## src/source/vt_pkg.sv

```systemverilog
// ------------------------------------------------
// Shared types and default timing of the clock
// subsystem. All counts are in clk24 cycles
// ------------------------------------------------
`default_nettype none

package vt_pkg;

	// ------------------------------------------------
	// Bundles
	// ------------------------------------------------
	typedef struct packed {
		logic pipe_ab;     // Pipe A/B, 32 high / 32 low
		logic ce12;        // Pixel push @12 MHz
		logic ce6;         // Pixel push @6 MHz
		logic ce6x;        // Pre-pixel push @6 MHz
		logic ce3;         // CPU and pixel strobe @3 MHz
		logic video_slice; // Video owns the bus, 4 of 8
		logic ce1m5;       // Strobe @1.5 MHz
	} ce_bus_t;

	typedef struct packed {
		logic [9:0] hcount;  // Pixel count in ce12 steps
		logic [8:0] vcount;  // Line count
		logic       hsync;
		logic       vsync;
		logic       blank;
		logic       frame_start; // One-cycle pulse at 0,0
	} raster_t;

	// ------------------------------------------------
	// Defaults
	// ------------------------------------------------
	localparam int INIT_CYCLES_DEF = 3; // Start-up hold

	// Subcarrier NCO, 4 x 4.43361875 MHz at 24 MHz clock
	localparam int PHACC_W = 32;
	localparam logic [PHACC_W-1:0] PHACC_DELTA_DEF = 32'd3173707922;

	localparam int H_TOTAL_DEF      = 768; // ce12 steps per line
	localparam int H_SYNC_START_DEF = 640;
	localparam int H_SYNC_LEN_DEF   = 56;
	localparam int H_ACTIVE_DEF     = 512;

	localparam int V_TOTAL_DEF      = 312; // Lines per frame
	localparam int V_SYNC_START_DEF = 272;
	localparam int V_SYNC_LEN_DEF   = 4;
	localparam int V_ACTIVE_DEF     = 256;

endpackage

`default_nettype wire

```

## src/source/timing_ctrl.sv

```systemverilog
// ------------------------------------------------
// Start-up hold and resync sequencing
// INIT_CYCLES must be at least 1
// resync is ignored until run is up
// ------------------------------------------------
`timescale 1ns/1ps
`default_nettype none

module timing_ctrl #(
	parameter int INIT_CYCLES = vt_pkg::INIT_CYCLES_DEF
) (
	input  wire  clk24,
	input  wire  arst_n,
	input  wire  resync, // One-cycle pulse
	output logic run,    // Datapaths enabled
	output logic clr     // Realign pulse, one cycle
);

	// Counter only needs to reach INIT_CYCLES-1
	localparam int HOLD_W = (INIT_CYCLES > 2) ? $clog2(INIT_CYCLES) : 1;
	localparam logic [HOLD_W-1:0] HOLD_LAST = HOLD_W'(INIT_CYCLES - 1);

	logic [HOLD_W-1:0] hold_cnt;
	logic              hold_done;

	// Last hold cycle reached
	assign hold_done = (hold_cnt == HOLD_LAST);

	// ------------------------------------------------
	// Start-up hold
	// ------------------------------------------------
	// run rises on the INIT_CYCLES-th edge after release
	always_ff @(posedge clk24 or negedge arst_n) begin
		if (!arst_n) begin
			hold_cnt <= '0;
			run      <= 1'b0;
		end
		else if (!run) begin
			if (hold_done) begin
				run <= 1'b1; // latch, never drops again
			end
			else begin
				hold_cnt <= hold_cnt + 1'b1;
			end
		end
	end

	// ------------------------------------------------
	// Resync
	// ------------------------------------------------
	// Pulse is delayed one cycle so all datapaths
	// see the same clr edge
	always_ff @(posedge clk24 or negedge arst_n) begin
		if (!arst_n) begin
			clr <= 1'b0;
		end
		else begin
			clr <= resync & run; // run keeps going through it
		end
	end

endmodule

`default_nettype wire

```

## src/source/ce_divider.sv

```systemverilog
// ------------------------------------------------
// Clock enables from a 6-bit divider of clk24
// Every enable is one cycle behind its count
// ------------------------------------------------
`timescale 1ns/1ps
`default_nettype none

module ce_divider (
	input  wire             clk24,
	input  wire             arst_n,
	input  wire             run,
	input  wire             clr,
	output vt_pkg::ce_bus_t ce
);

	logic [5:0]      ctr;    // Free-running divider
	vt_pkg::ce_bus_t ce_nxt; // Decode of current count

	// ------------------------------------------------
	// Divider
	// ------------------------------------------------
	always_ff @(posedge clk24 or negedge arst_n) begin
		if (!arst_n) begin
			ctr <= '0;
		end
		else if (clr) begin
			ctr <= '0; // Decode sees zero next cycle
		end
		else if (run) begin
			ctr <= ctr + 1'b1;
		end
	end

	// ------------------------------------------------
	// Enable decode
	// ------------------------------------------------
	always_comb begin
		ce_nxt.pipe_ab     = ctr[5];               // 2x slower than 32
		ce_nxt.ce12        = ctr[0];               // Every second cycle
		ce_nxt.ce6         = ctr[1] & ctr[0];      // Pixel push
		ce_nxt.ce6x        = ctr[1] & ~ctr[0];     // Pre-pixel, one ahead
		ce_nxt.ce3         = ctr[2] & ctr[1] & ~ctr[0];
		ce_nxt.video_slice = ~ctr[2];              // Half of each 8
		// Same slot as ce3 in every other 8-cycle group
		ce_nxt.ce1m5       = ~ctr[3] & ctr[2] & ctr[1] & ~ctr[0];
	end

	// Registered so consumers see clean strobes
	always_ff @(posedge clk24 or negedge arst_n) begin
		if (!arst_n) begin
			ce <= '0;
		end
		else if (run) begin
			ce <= ce_nxt; // Uses the count before the increment
		end
	end

endmodule

`default_nettype wire

```

## src/source/pal_nco.sv

```systemverilog
// ------------------------------------------------
// PAL subcarrier phase accumulator at clk24
// fsc is 4x Fsc as a square wave, with jitter
// of one clk24 period
// ------------------------------------------------
`timescale 1ns/1ps
`default_nettype none

module pal_nco #(
	parameter logic [vt_pkg::PHACC_W-1:0] PHACC_DELTA = vt_pkg::PHACC_DELTA_DEF
) (
	input  wire                        clk24,
	input  wire                        arst_n,
	input  wire                        run,
	input  wire                        clr,
	output logic [vt_pkg::PHACC_W-1:0] phase, // For a later sine lookup
	output logic                       fsc
);

	logic [vt_pkg::PHACC_W-1:0] phase_nxt;

	// Wraps modulo 2^PHACC_W, overflow rate sets Fsc
	assign phase_nxt = phase + PHACC_DELTA;

	// ------------------------------------------------
	// Accumulator
	// ------------------------------------------------
	always_ff @(posedge clk24 or negedge arst_n) begin
		if (!arst_n) begin
			phase <= '0;
		end
		else if (clr) begin
			phase <= '0; // Resync restarts at phase zero
		end
		else if (run) begin
			phase <= phase_nxt;
		end
	end

	// Top bit is the square wave
	assign fsc = phase[vt_pkg::PHACC_W-1];

endmodule

`default_nettype wire

```

## src/source/raster_timer.sv

```systemverilog
// ------------------------------------------------
// Line and frame counters stepped by ce12
// Sync windows must not cross the wrap point
// ------------------------------------------------
`timescale 1ns/1ps
`default_nettype none

module raster_timer #(
	parameter int H_TOTAL      = vt_pkg::H_TOTAL_DEF,
	parameter int H_SYNC_START = vt_pkg::H_SYNC_START_DEF,
	parameter int H_SYNC_LEN   = vt_pkg::H_SYNC_LEN_DEF,
	parameter int H_ACTIVE     = vt_pkg::H_ACTIVE_DEF,
	parameter int V_TOTAL      = vt_pkg::V_TOTAL_DEF,
	parameter int V_SYNC_START = vt_pkg::V_SYNC_START_DEF,
	parameter int V_SYNC_LEN   = vt_pkg::V_SYNC_LEN_DEF,
	parameter int V_ACTIVE     = vt_pkg::V_ACTIVE_DEF
) (
	input  wire                  clk24,
	input  wire                  arst_n,
	input  wire                  run,
	input  wire                  clr,
	input  wire vt_pkg::ce_bus_t ce,
	output vt_pkg::raster_t      raster
);

	// Window edges at counter width
	localparam logic [9:0] H_LAST  = 10'(H_TOTAL - 1);
	localparam logic [9:0] HS_BEG  = 10'(H_SYNC_START);
	localparam logic [9:0] HS_END  = 10'(H_SYNC_START + H_SYNC_LEN);
	localparam logic [9:0] H_ACT   = 10'(H_ACTIVE);
	localparam logic [8:0] V_LAST  = 9'(V_TOTAL - 1);
	localparam logic [8:0] VS_BEG  = 9'(V_SYNC_START);
	localparam logic [8:0] VS_END  = 9'(V_SYNC_START + V_SYNC_LEN);
	localparam logic [8:0] V_ACT   = 9'(V_ACTIVE);

	logic       step;   // One pixel step
	logic       h_wrap; // End of line
	logic       v_wrap; // Last line of frame
	logic [9:0] h_nxt;
	logic [8:0] v_nxt;

	// ------------------------------------------------
	// Next counts
	// ------------------------------------------------
	assign step   = run & ce.ce12;
	assign h_wrap = (raster.hcount == H_LAST);
	assign v_wrap = (raster.vcount == V_LAST);

	always_comb begin
		h_nxt = h_wrap ? 10'd0 : raster.hcount + 1'b1;
		v_nxt = raster.vcount;
		if (h_wrap) begin
			v_nxt = v_wrap ? 9'd0 : raster.vcount + 1'b1; // New line
		end
	end

	// ------------------------------------------------
	// Counters and flags
	// ------------------------------------------------
	// Flags come from the new counts, so they line up
	// with hcount/vcount in the same cycle
	always_ff @(posedge clk24 or negedge arst_n) begin
		if (!arst_n) begin
			raster <= '0;
		end
		else if (clr) begin
			raster <= '0; // Zero counts sit in active area, no strobe
		end
		else begin
			raster.frame_start <= 1'b0; // Pulse by default
			if (step) begin
				raster.hcount      <= h_nxt;
				raster.vcount      <= v_nxt;
				raster.hsync       <= (h_nxt >= HS_BEG) && (h_nxt < HS_END);
				raster.vsync       <= (v_nxt >= VS_BEG) && (v_nxt < VS_END);
				raster.blank       <= (h_nxt >= H_ACT) || (v_nxt >= V_ACT);
				raster.frame_start <= h_wrap & v_wrap; // Both back to 0
			end
		end
	end

endmodule

`default_nettype wire

```

## src/source/video_timing_top.sv

```systemverilog
// ------------------------------------------------
// Clock and raster timing top, all on clk24
// resync is a single-cycle pulse
// ------------------------------------------------
`timescale 1ns/1ps
`default_nettype none

module video_timing_top #(
	parameter int INIT_CYCLES = vt_pkg::INIT_CYCLES_DEF,
	parameter logic [vt_pkg::PHACC_W-1:0] PHACC_DELTA = vt_pkg::PHACC_DELTA_DEF,
	parameter int H_TOTAL      = vt_pkg::H_TOTAL_DEF,
	parameter int H_SYNC_START = vt_pkg::H_SYNC_START_DEF,
	parameter int H_SYNC_LEN   = vt_pkg::H_SYNC_LEN_DEF,
	parameter int H_ACTIVE     = vt_pkg::H_ACTIVE_DEF,
	parameter int V_TOTAL      = vt_pkg::V_TOTAL_DEF,
	parameter int V_SYNC_START = vt_pkg::V_SYNC_START_DEF,
	parameter int V_SYNC_LEN   = vt_pkg::V_SYNC_LEN_DEF,
	parameter int V_ACTIVE     = vt_pkg::V_ACTIVE_DEF
) (
	input  wire                        clk24,
	input  wire                        arst_n,
	input  wire                        resync,
	output vt_pkg::ce_bus_t            ce,
	output vt_pkg::raster_t            raster,
	output logic [vt_pkg::PHACC_W-1:0] phase,
	output logic                       fsc
);

	logic run; // Shared enable, up after the hold
	logic clr; // Shared realign pulse

	// ------------------------------------------------
	// Sequencing
	// ------------------------------------------------
	timing_ctrl #(
		.INIT_CYCLES (INIT_CYCLES)
	) u_ctrl (
		.clk24  (clk24),
		.arst_n (arst_n),
		.resync (resync),
		.run    (run),
		.clr    (clr)
	);

	// ------------------------------------------------
	// Datapaths
	// ------------------------------------------------
	ce_divider u_div (
		.clk24  (clk24),
		.arst_n (arst_n),
		.run    (run),
		.clr    (clr),
		.ce     (ce)
	);

	pal_nco #(
		.PHACC_DELTA (PHACC_DELTA)
	) u_nco (
		.clk24  (clk24),
		.arst_n (arst_n),
		.run    (run),
		.clr    (clr),
		.phase  (phase),
		.fsc    (fsc)
	);

	raster_timer #(
		.H_TOTAL      (H_TOTAL),
		.H_SYNC_START (H_SYNC_START),
		.H_SYNC_LEN   (H_SYNC_LEN),
		.H_ACTIVE     (H_ACTIVE),
		.V_TOTAL      (V_TOTAL),
		.V_SYNC_START (V_SYNC_START),
		.V_SYNC_LEN   (V_SYNC_LEN),
		.V_ACTIVE     (V_ACTIVE)
	) u_raster (
		.clk24  (clk24),
		.arst_n (arst_n),
		.run    (run),
		.clr    (clr),
		.ce     (ce),     // Steps on ce12
		.raster (raster)
	);

endmodule

`default_nettype wire

```

## config.mk

```make
export PLATFORM = sky130hd
export DESIGN_NAME = video_timing_top
export DESIGN_NICKNAME = d
export VERILOG_FILES = /design/src/source/vt_pkg.sv /design/src/source/timing_ctrl.sv /design/src/source/ce_divider.sv /design/src/source/pal_nco.sv /design/src/source/raster_timer.sv /design/src/source/video_timing_top.sv
export SDC_FILE = /design/constraint.sdc
export NUM_CORES = 1
export LEC_CHECK = 0
export BUFFER_PORTS_ARGS = -buffer_cell sky130_fd_sc_hd__buf_4
export CAP_MARGIN = 20
export CORE_ASPECT_RATIO = 0.8
export CORE_MARGIN = 5
export CORE_UTILIZATION = 40
export CTS_CLUSTER_SIZE = 20
export DETAILED_ROUTE_END_ITERATION = 12
export PLACE_DENSITY_LB_ADDON = 0.25
export SLEW_MARGIN = 20
export SYNTH_ARGS = -nofsm -noshare
export SYNTH_HDL_FRONTEND = slang
export SYNTH_HIERARCHICAL = 1
export SYNTH_SLANG_ARGS = --single-unit
```

## constraint.sdc

```tcl
create_clock -name clk24 -period 2.9 [get_ports clk24]
set_clock_uncertainty 0.05 [all_clocks]
set_input_delay 0.145 -clock clk24 [delete_from_list [all_inputs] [get_ports clk24]]
set_output_delay 0.145 -clock clk24 [all_outputs]
set_load 0.01 [all_outputs]
```

==> flow_metrics.tcl, run 1 <==
set metrics [dict create \
    status "finished, final reports clean" \
    die_width_um 124 \
    diodes 0 \
    grt_pass1_vias 3341 \
    setup_ws_ns 0.292 \
    critPathMaxStageDelay_ns 0.75 \
    critPathCaptureType "flip-flop" \
    layout_common_cells "buf_4, dfrtp_1, nor2_1, nand2_1, a21oi_1" \
    synthFlopType "dfrtp_1" \
    layoutNonFillerInstCount 656 \
    p_leak_nw 2.31 \
    power_density_nw_per_um2 599 \
    clock_sinks 71 \
    cts_root_buffer "clkbuf_16" \
    drc 0 \
    insertion_delay_ns 0.33 \
    slew_violations 0 \
    coreArea_um2 10200 \
    drtAntennaViolNets 0 \
    rsz0062_at_grt "false" \
    syn_area_per_cell_um2 9.27 \
    cp.arrival_ns 2.82 \
    nFillCells 986 \
    vias 3585 \
    synth_top_area_cell "dfrtp_1" \
    drive_gt1_frac 0.234 \
    path_delay_family "simple AND/OR/NAND/NOR gates" \
    path_class "flip-flop to flip-flop" \
    rows 33 \
    cp_slowest_cell "or4_1" \
    wl_met1_um 4920 \
    grt_max_degree 72 \
    netlist_instances 451 \
    dieArea_um2 12600 \
    timing.hold.ws_ns 0.440 \
    timing.fmax_ghz 0.383 \
    start_util 0.408 \
    cts_setup_buffers 0 \
    min_period_ns 2.61 \
    detailedRoute.firstIterationViolations 219 \
    vdd_drop_max_uv 219 \
    ys_seq_area_frac 0.425 \
    place_ws_ns 0.345 \
    yosysWarnings 6 \
    dp_cells 638 \
    crit_required_ns 3.11 \
    clock_path_buffers 2 \
    routed_wl_um 10200 \
    postLayoutCoreUtil 0.500 \
    grt_usage 0.164 \
    ys_seq_elements 71 \
    num_io_pins 66 \
    gp_routability_congestion 0.894 \
    dr_wl_met2_um 4470 \
    path_cells "ha_1 -> nand3_2 -> or4_1 -> or3_1 -> a21oi_2 -> o21a_1 -> a32o_2" \
    reg2reg_setup_slack_ns 0.29 \
    antenna_found_initial 0 \
    grt_pass1_wl_um 16900 \
    worst_slew_pin_slew_ns 0.914 \
    cp_max_fo 11 \
    async_flop_share 1.00 \
    overflow 0 \
    portBuffers 64 \
    wl_per_cell_um 15.6 \
    yosys-top-cells-area "dfrtp_1, nor2_1, nand2_1, xnor2_1, a21oi_1" \
    hp-class "primary input to async pin" \
    synth_edf_count 0 \
    yosys.area.top_type_share 0.425 \
    finalHoldViolations 0 \
    area_growth_pct 22.4 \
    drt_first_pass_iters 5 \
    fp.dieH_um 101 \
    cts_htree_levels 3 \
    setup_tns_ns 0 \
    viasPerCell 5.46 \
    numCtsBuffers 9 \
    synth_cell_types 76 \
    top_layer "met4" \
    startpoint_type "flip-flop" \
    cts.clk_slew.worst_paths_ns 0.06 \
    maxSlewHeadroom 0.391 \
    hpwl_um 7080 \
    worst-path-buf-inv 0 \
    maxCapViolCount 0 \
    cts_tree "done" \
    synth_area_um2 4180 \
    syn-num-nets 461 \
    setup_viol 0 \
    met3WireLength_um 642 \
    nets 521 \
    fin_crit_sh 0.899 \
]
## registers in the layout (all words and copies together) (netlist names)
name	count
u_nco/phase	31
u_raster/raster	23
u_div/ce	7
u_div/ctr	6
u_ctrl/hold_cnt	2
u_ctrl/clr	1
u_ctrl/run	1
## power breakdown
| part | leakage [nW] | switching (W) | total (W) | internal (W) |
|---|---|---|---|---|
| Combinational | 1.21 | 0.000315 | 0.000622 | 0.000307 |
| Clock | 0.165 | 0.000408 | 0.00119 | 0.000782 |
| Sequential | 0.937 | 0.000179 | 0.00126 | 0.00108 |
| Total | 2.31 | 0.000902 | 0.00307 | 0.00217 |
## timing repair
action                    in CTS  in global routing
hold buffers                   2                  0
resized for setup              0                  0
hold endpoints to repair      72                  0
## synth_stat cells, drive strengths merged, types with 5 or more instances
library cell,count
a21o,5
a21oi,25
a31oi,9
and2,6
and3,9
buf,15
clkbuf,8
dfrtp,71
ha,7
inv,12
mux2,11
nand2,43
nand3,16
nand4,10
nor2,59
nor2b,8
nor3,15
o21ai,20
o31ai,8
or3,8
xnor2,15
xor2,12
## kinds of logic (layout without fill, tap and decap cells)
group | Yosys count | after routing | share of synthesized area
mux | 15 | 15 | 0.0410
other cells | 1 | 1 | 0.000897
xor+xnor | 27 | 27 | 0.0584
buf+inv | 35 | 100 | 0.0377
fa+ha+maj | 7 | 7 | 0.0210
simple gates | 195 | 195 | 0.239
compound gates | 100 | 100 | 0.177
flops | 71 | 71 | 0.425
## cell type report
type	count	area (um2)	share of cell area
tap	140	175	0.0342
clock inverter	2	35.0	0.00684
sequential	71	1780	0.347
multi-input combinational	345	2250	0.439
inverter	12	45.0	0.00880
timing repair buffer	72	546	0.107
clock buffer	14	294	0.0574
## stage by stage
step                total power [W]  cell area [um2]
global route                0.00323             5120
finish                      0.00307             5120
CTS                         0.00310             5120
floorplan                   0.00164             4180
global placement            0.00188             4770
detailed placement          0.00189             4770
## worst paths after layout
path | end | startpoint | depth (start not counted)
setup / recovery | u_raster/raster[2] | u_raster/raster[13] | 7
setup reg to reg | u_raster/raster[2] | u_raster/raster[13] | 7
min in group clk24 | u_raster/raster[1] | u_raster/raster[1] | 1
max in group asynchronous | u_ctrl/clr | arst_n | 2
hold / removal | u_raster/raster[1] | arst_n | 2
hold reg to reg | u_raster/raster[1] | u_raster/raster[1] | 1
## layer usage
layer | global-route usage | up-vias
li1 | - | 1729
met1 | 0.234 | 1713
met2 | 0.240 | 126
met3 | 0.0411 | 17
met4 | 0.0666 | 0
met5 | 0 | -
(Power assumes the default switching activity.)
==> inputs of run 2 (changes only) <==
- SYNTH_HIERARCHICAL: 1 -> unset
==> flow_metrics.tcl, run 2 <==
set metrics [dict create \
    vias 3568 \
    timing.fmax_ghz 0.412 \
    drt_first_pass_iters 5 \
    startpoint_type "flip-flop" \
    setup_tns_ns 0 \
    drtAntennaViolNets 0 \
    post_dp_cell_area_um2 4630 \
    yosys-top-cells-area "dfrtp_1, nor2_1, xor2_1, nand2_1, o21ai_0" \
    busiest_layer "met2" \
    start_util 0.414 \
    grt_usage 0.176 \
    hpwl_um 7040 \
    routed_wl_um 10200 \
    met2_usage 0.258 \
    power_density_nw_per_um2 641 \
    reg.largest.list "u_nco.phase (31), u_raster.raster (23), u_div.ce (7)" \
    fp.dieH_um 100 \
    p_leak_nw 2.29 \
    critPathCaptureType "flip-flop" \
    synthAdderAreaFrac 0.0216 \
    portBuffers 64 \
    synth_top_family_by_area "simple AND/OR/NAND/NOR gates" \
    synthSimpleGateAreaFrac 0.240 \
    yosys.area.top_type_share 0.439 \
    syn-num-nets 458 \
    insertion_delay_ns 0.33 \
    async_flop_share 1.00 \
    rows 32 \
    synthFlopType "dfrtp_1" \
    ys_seq_elements 71 \
    synth_cell_types 66 \
    overflow 0 \
    slew_violations 0 \
    cts_tree "done" \
    crit_end "u_nco.phase[29]" \
    vdd_drop_max_uv 418 \
    finalHoldViolations 0 \
    cp.arrival_ns 2.59 \
    crit_required_ns 3.07 \
    viasPerCell 5.52 \
    drc 0 \
    final_common_cell "dfrtp_1" \
    regMostFlops "u_nco.phase" \
    grt_max_degree 72 \
    synth_compound_area_frac 0.152 \
    ys_seq_area_frac 0.439 \
    largest_reg_flops 31 \
    cp_max_fo 6 \
    status "finished, final reports clean" \
    synth_area_um2 4050 \
    synth_top_cells_by_count "dfrtp_1, nor2_1, nand2_1" \
    grt_pass1_vias 3531 \
    final_cell_area_um2 4990 \
    min_period_ns 2.43 \
    nFillCells 967 \
    diodes 0 \
    gp_routability_congestion 0.872 \
    reg2reg_setup_slack_ns 0.47 \
    dieArea_um2 12200 \
    grtUsageMet3 0.0501 \
    r2r_end "u_nco.phase[29]" \
    cts_setup_buffers 0 \
    synthXorXnorAreaFrac 0.0692 \
    synth_most_common_cell "dfrtp_1" \
    cts_htree_levels 3 \
    maxCapViolCount 0 \
    grt_util_met1 0.253 \
    synth_top_area_cell "dfrtp_1" \
    dp_cells 628 \
    layout_common_cells "dfrtp_1, buf_4, nor2_1, nand2_1, o21ai_0" \
    clock_sinks 71 \
    area_growth_pct 23.4 \
    rsz0062_at_grt "false" \
    syn_area_per_cell_um2 9.03 \
    cts.clk_slew.worst_paths_ns 0.06 \
    clock_path_buffers 2 \
    coreArea_um2 9770 \
    numCtsBuffers 9 \
    maxSlewHeadroom 0.396 \
    worst_r2r_startpoint "u_nco.phase[1]" \
    synth_mux_area_frac 0.0402 \
    layoutNonFillerInstCount 646 \
    nets 515 \
    cts_root_buffer "clkbuf_16" \
    netlist_instances 448 \
    hp-class "flip-flop to flip-flop" \
    critPathLaunch "u_nco.phase[1]" \
    wl_per_cell_um 15.7 \
    drive_gt1_frac 0.202 \
    yosysWarnings 0 \
    antenna_found_initial 0 \
    die_width_um 122 \
    setup_viol 0 \
    num_io_pins 66 \
    fin_crit_sh 0.837 \
    path_class "flip-flop to flip-flop" \
    worst_slew_pin_slew_ns 0.906 \
    grt_pass1_wl_um 17400 \
    synth_edf_count 0 \
    reg2reg_depth 6 \
    fin_total_pwr_w 0.00320 \
    detailedRoute.firstIterationViolations 399 \
]
run 2: cell types whose count changed after synthesis, sizes merged, moves of 4 or more:
| cell | previous run | this run |
|---|---|---|
| clkbuf | 8 | 17 |
| a21oi | 25 | 17 |
| xor2 | 12 | 20 |
| o21ai | 20 | 27 |
| buf | 15 | 9 |
| nor3 | 15 | 9 |
| nor2 | 59 | 64 |
| a31oi | 9 | 5 |
run 2: worst max-delay path, cell delays in order (launching register included):
cell and delay, ns:
dfrtp_1 0.44, ha_1 0.26, a211oi_1 0.36, or3_1 0.21, a31oi_1 0.11, a2111oi_0 0.51
mux2_2 0.38
run 2: cell families (layout without fill, tap and decap cells):
group,count (synthesis),count (layout)
flops,71,71
simple gates,192,192
mux,15,15
other cells,1,1
compound gates,94,94
fa+ha+maj,7,7
xor+xnor,32,32
buf+inv,36,98
run 2: stage by stage:
stage / util / setup WS (ns) / hold WS [ns]
5_1_grt: 0.511 / 0.287 / 0.458
3_3_place_gp: 0.474 / 0.561 / 0.290
4_1_cts: 0.511 / 0.449 / 0.429
6_report: 0.511 / 0.472 / 0.424
3_5_place_dp: 0.474 / 0.457 / 0.294
2_1_floorplan: - / 0.632 / -0.201
run 2: worst min-delay path by stage:
stage / slack (ns) / end / start / depth (start not counted)
after floorplan: -0.20 / u_ctrl.clr / arst_n / 0
after global placement: 0.29 / u_nco.phase[3] / arst_n / 1
after CTS: 0.43 / u_ctrl.hold_cnt[0] / u_ctrl.hold_cnt[0] / 1
after detailed placement: 0.29 / u_nco.phase[3] / arst_n / 1
final: 0.42 / u_ctrl.hold_cnt[0] / u_ctrl.hold_cnt[0] / 1
after global routing: 0.46 / u_ctrl.hold_cnt[0] / u_ctrl.hold_cnt[0] / 1
run 2: metal layers:
metal	vias up	share of wire
met5	-	0
met4	0	0.013
met3	12	0.056
met2	95	0.44
met1	1756	0.49
li1	1705	-
run 2: layout make-up:
type,count,area (um2),area share
Clock inverter,4,76.3,0.0153
Tap cell,136,170,0.0341
Clock buffer,12,267,0.0534
Inverter,10,37.5,0.00752
Timing Repair Buffer,72,546,0.109
Multi-Input combinational cell,341,2120,0.425
Sequential cell,71,1780,0.356
run 2: power by group:
part	leakage (nW)	internal, W	switching, W
logic	1.19	0.000332	0.000350
clock network	0.165	0.000825	0.000419
registers	0.937	0.00109	0.000188
total	2.29	0.00225	0.000957
run 2: what timing repair did:
action	CTS	global route
endpoints found under the hold margin	72	0
resized for setup	0	0
hold buffers	2	0
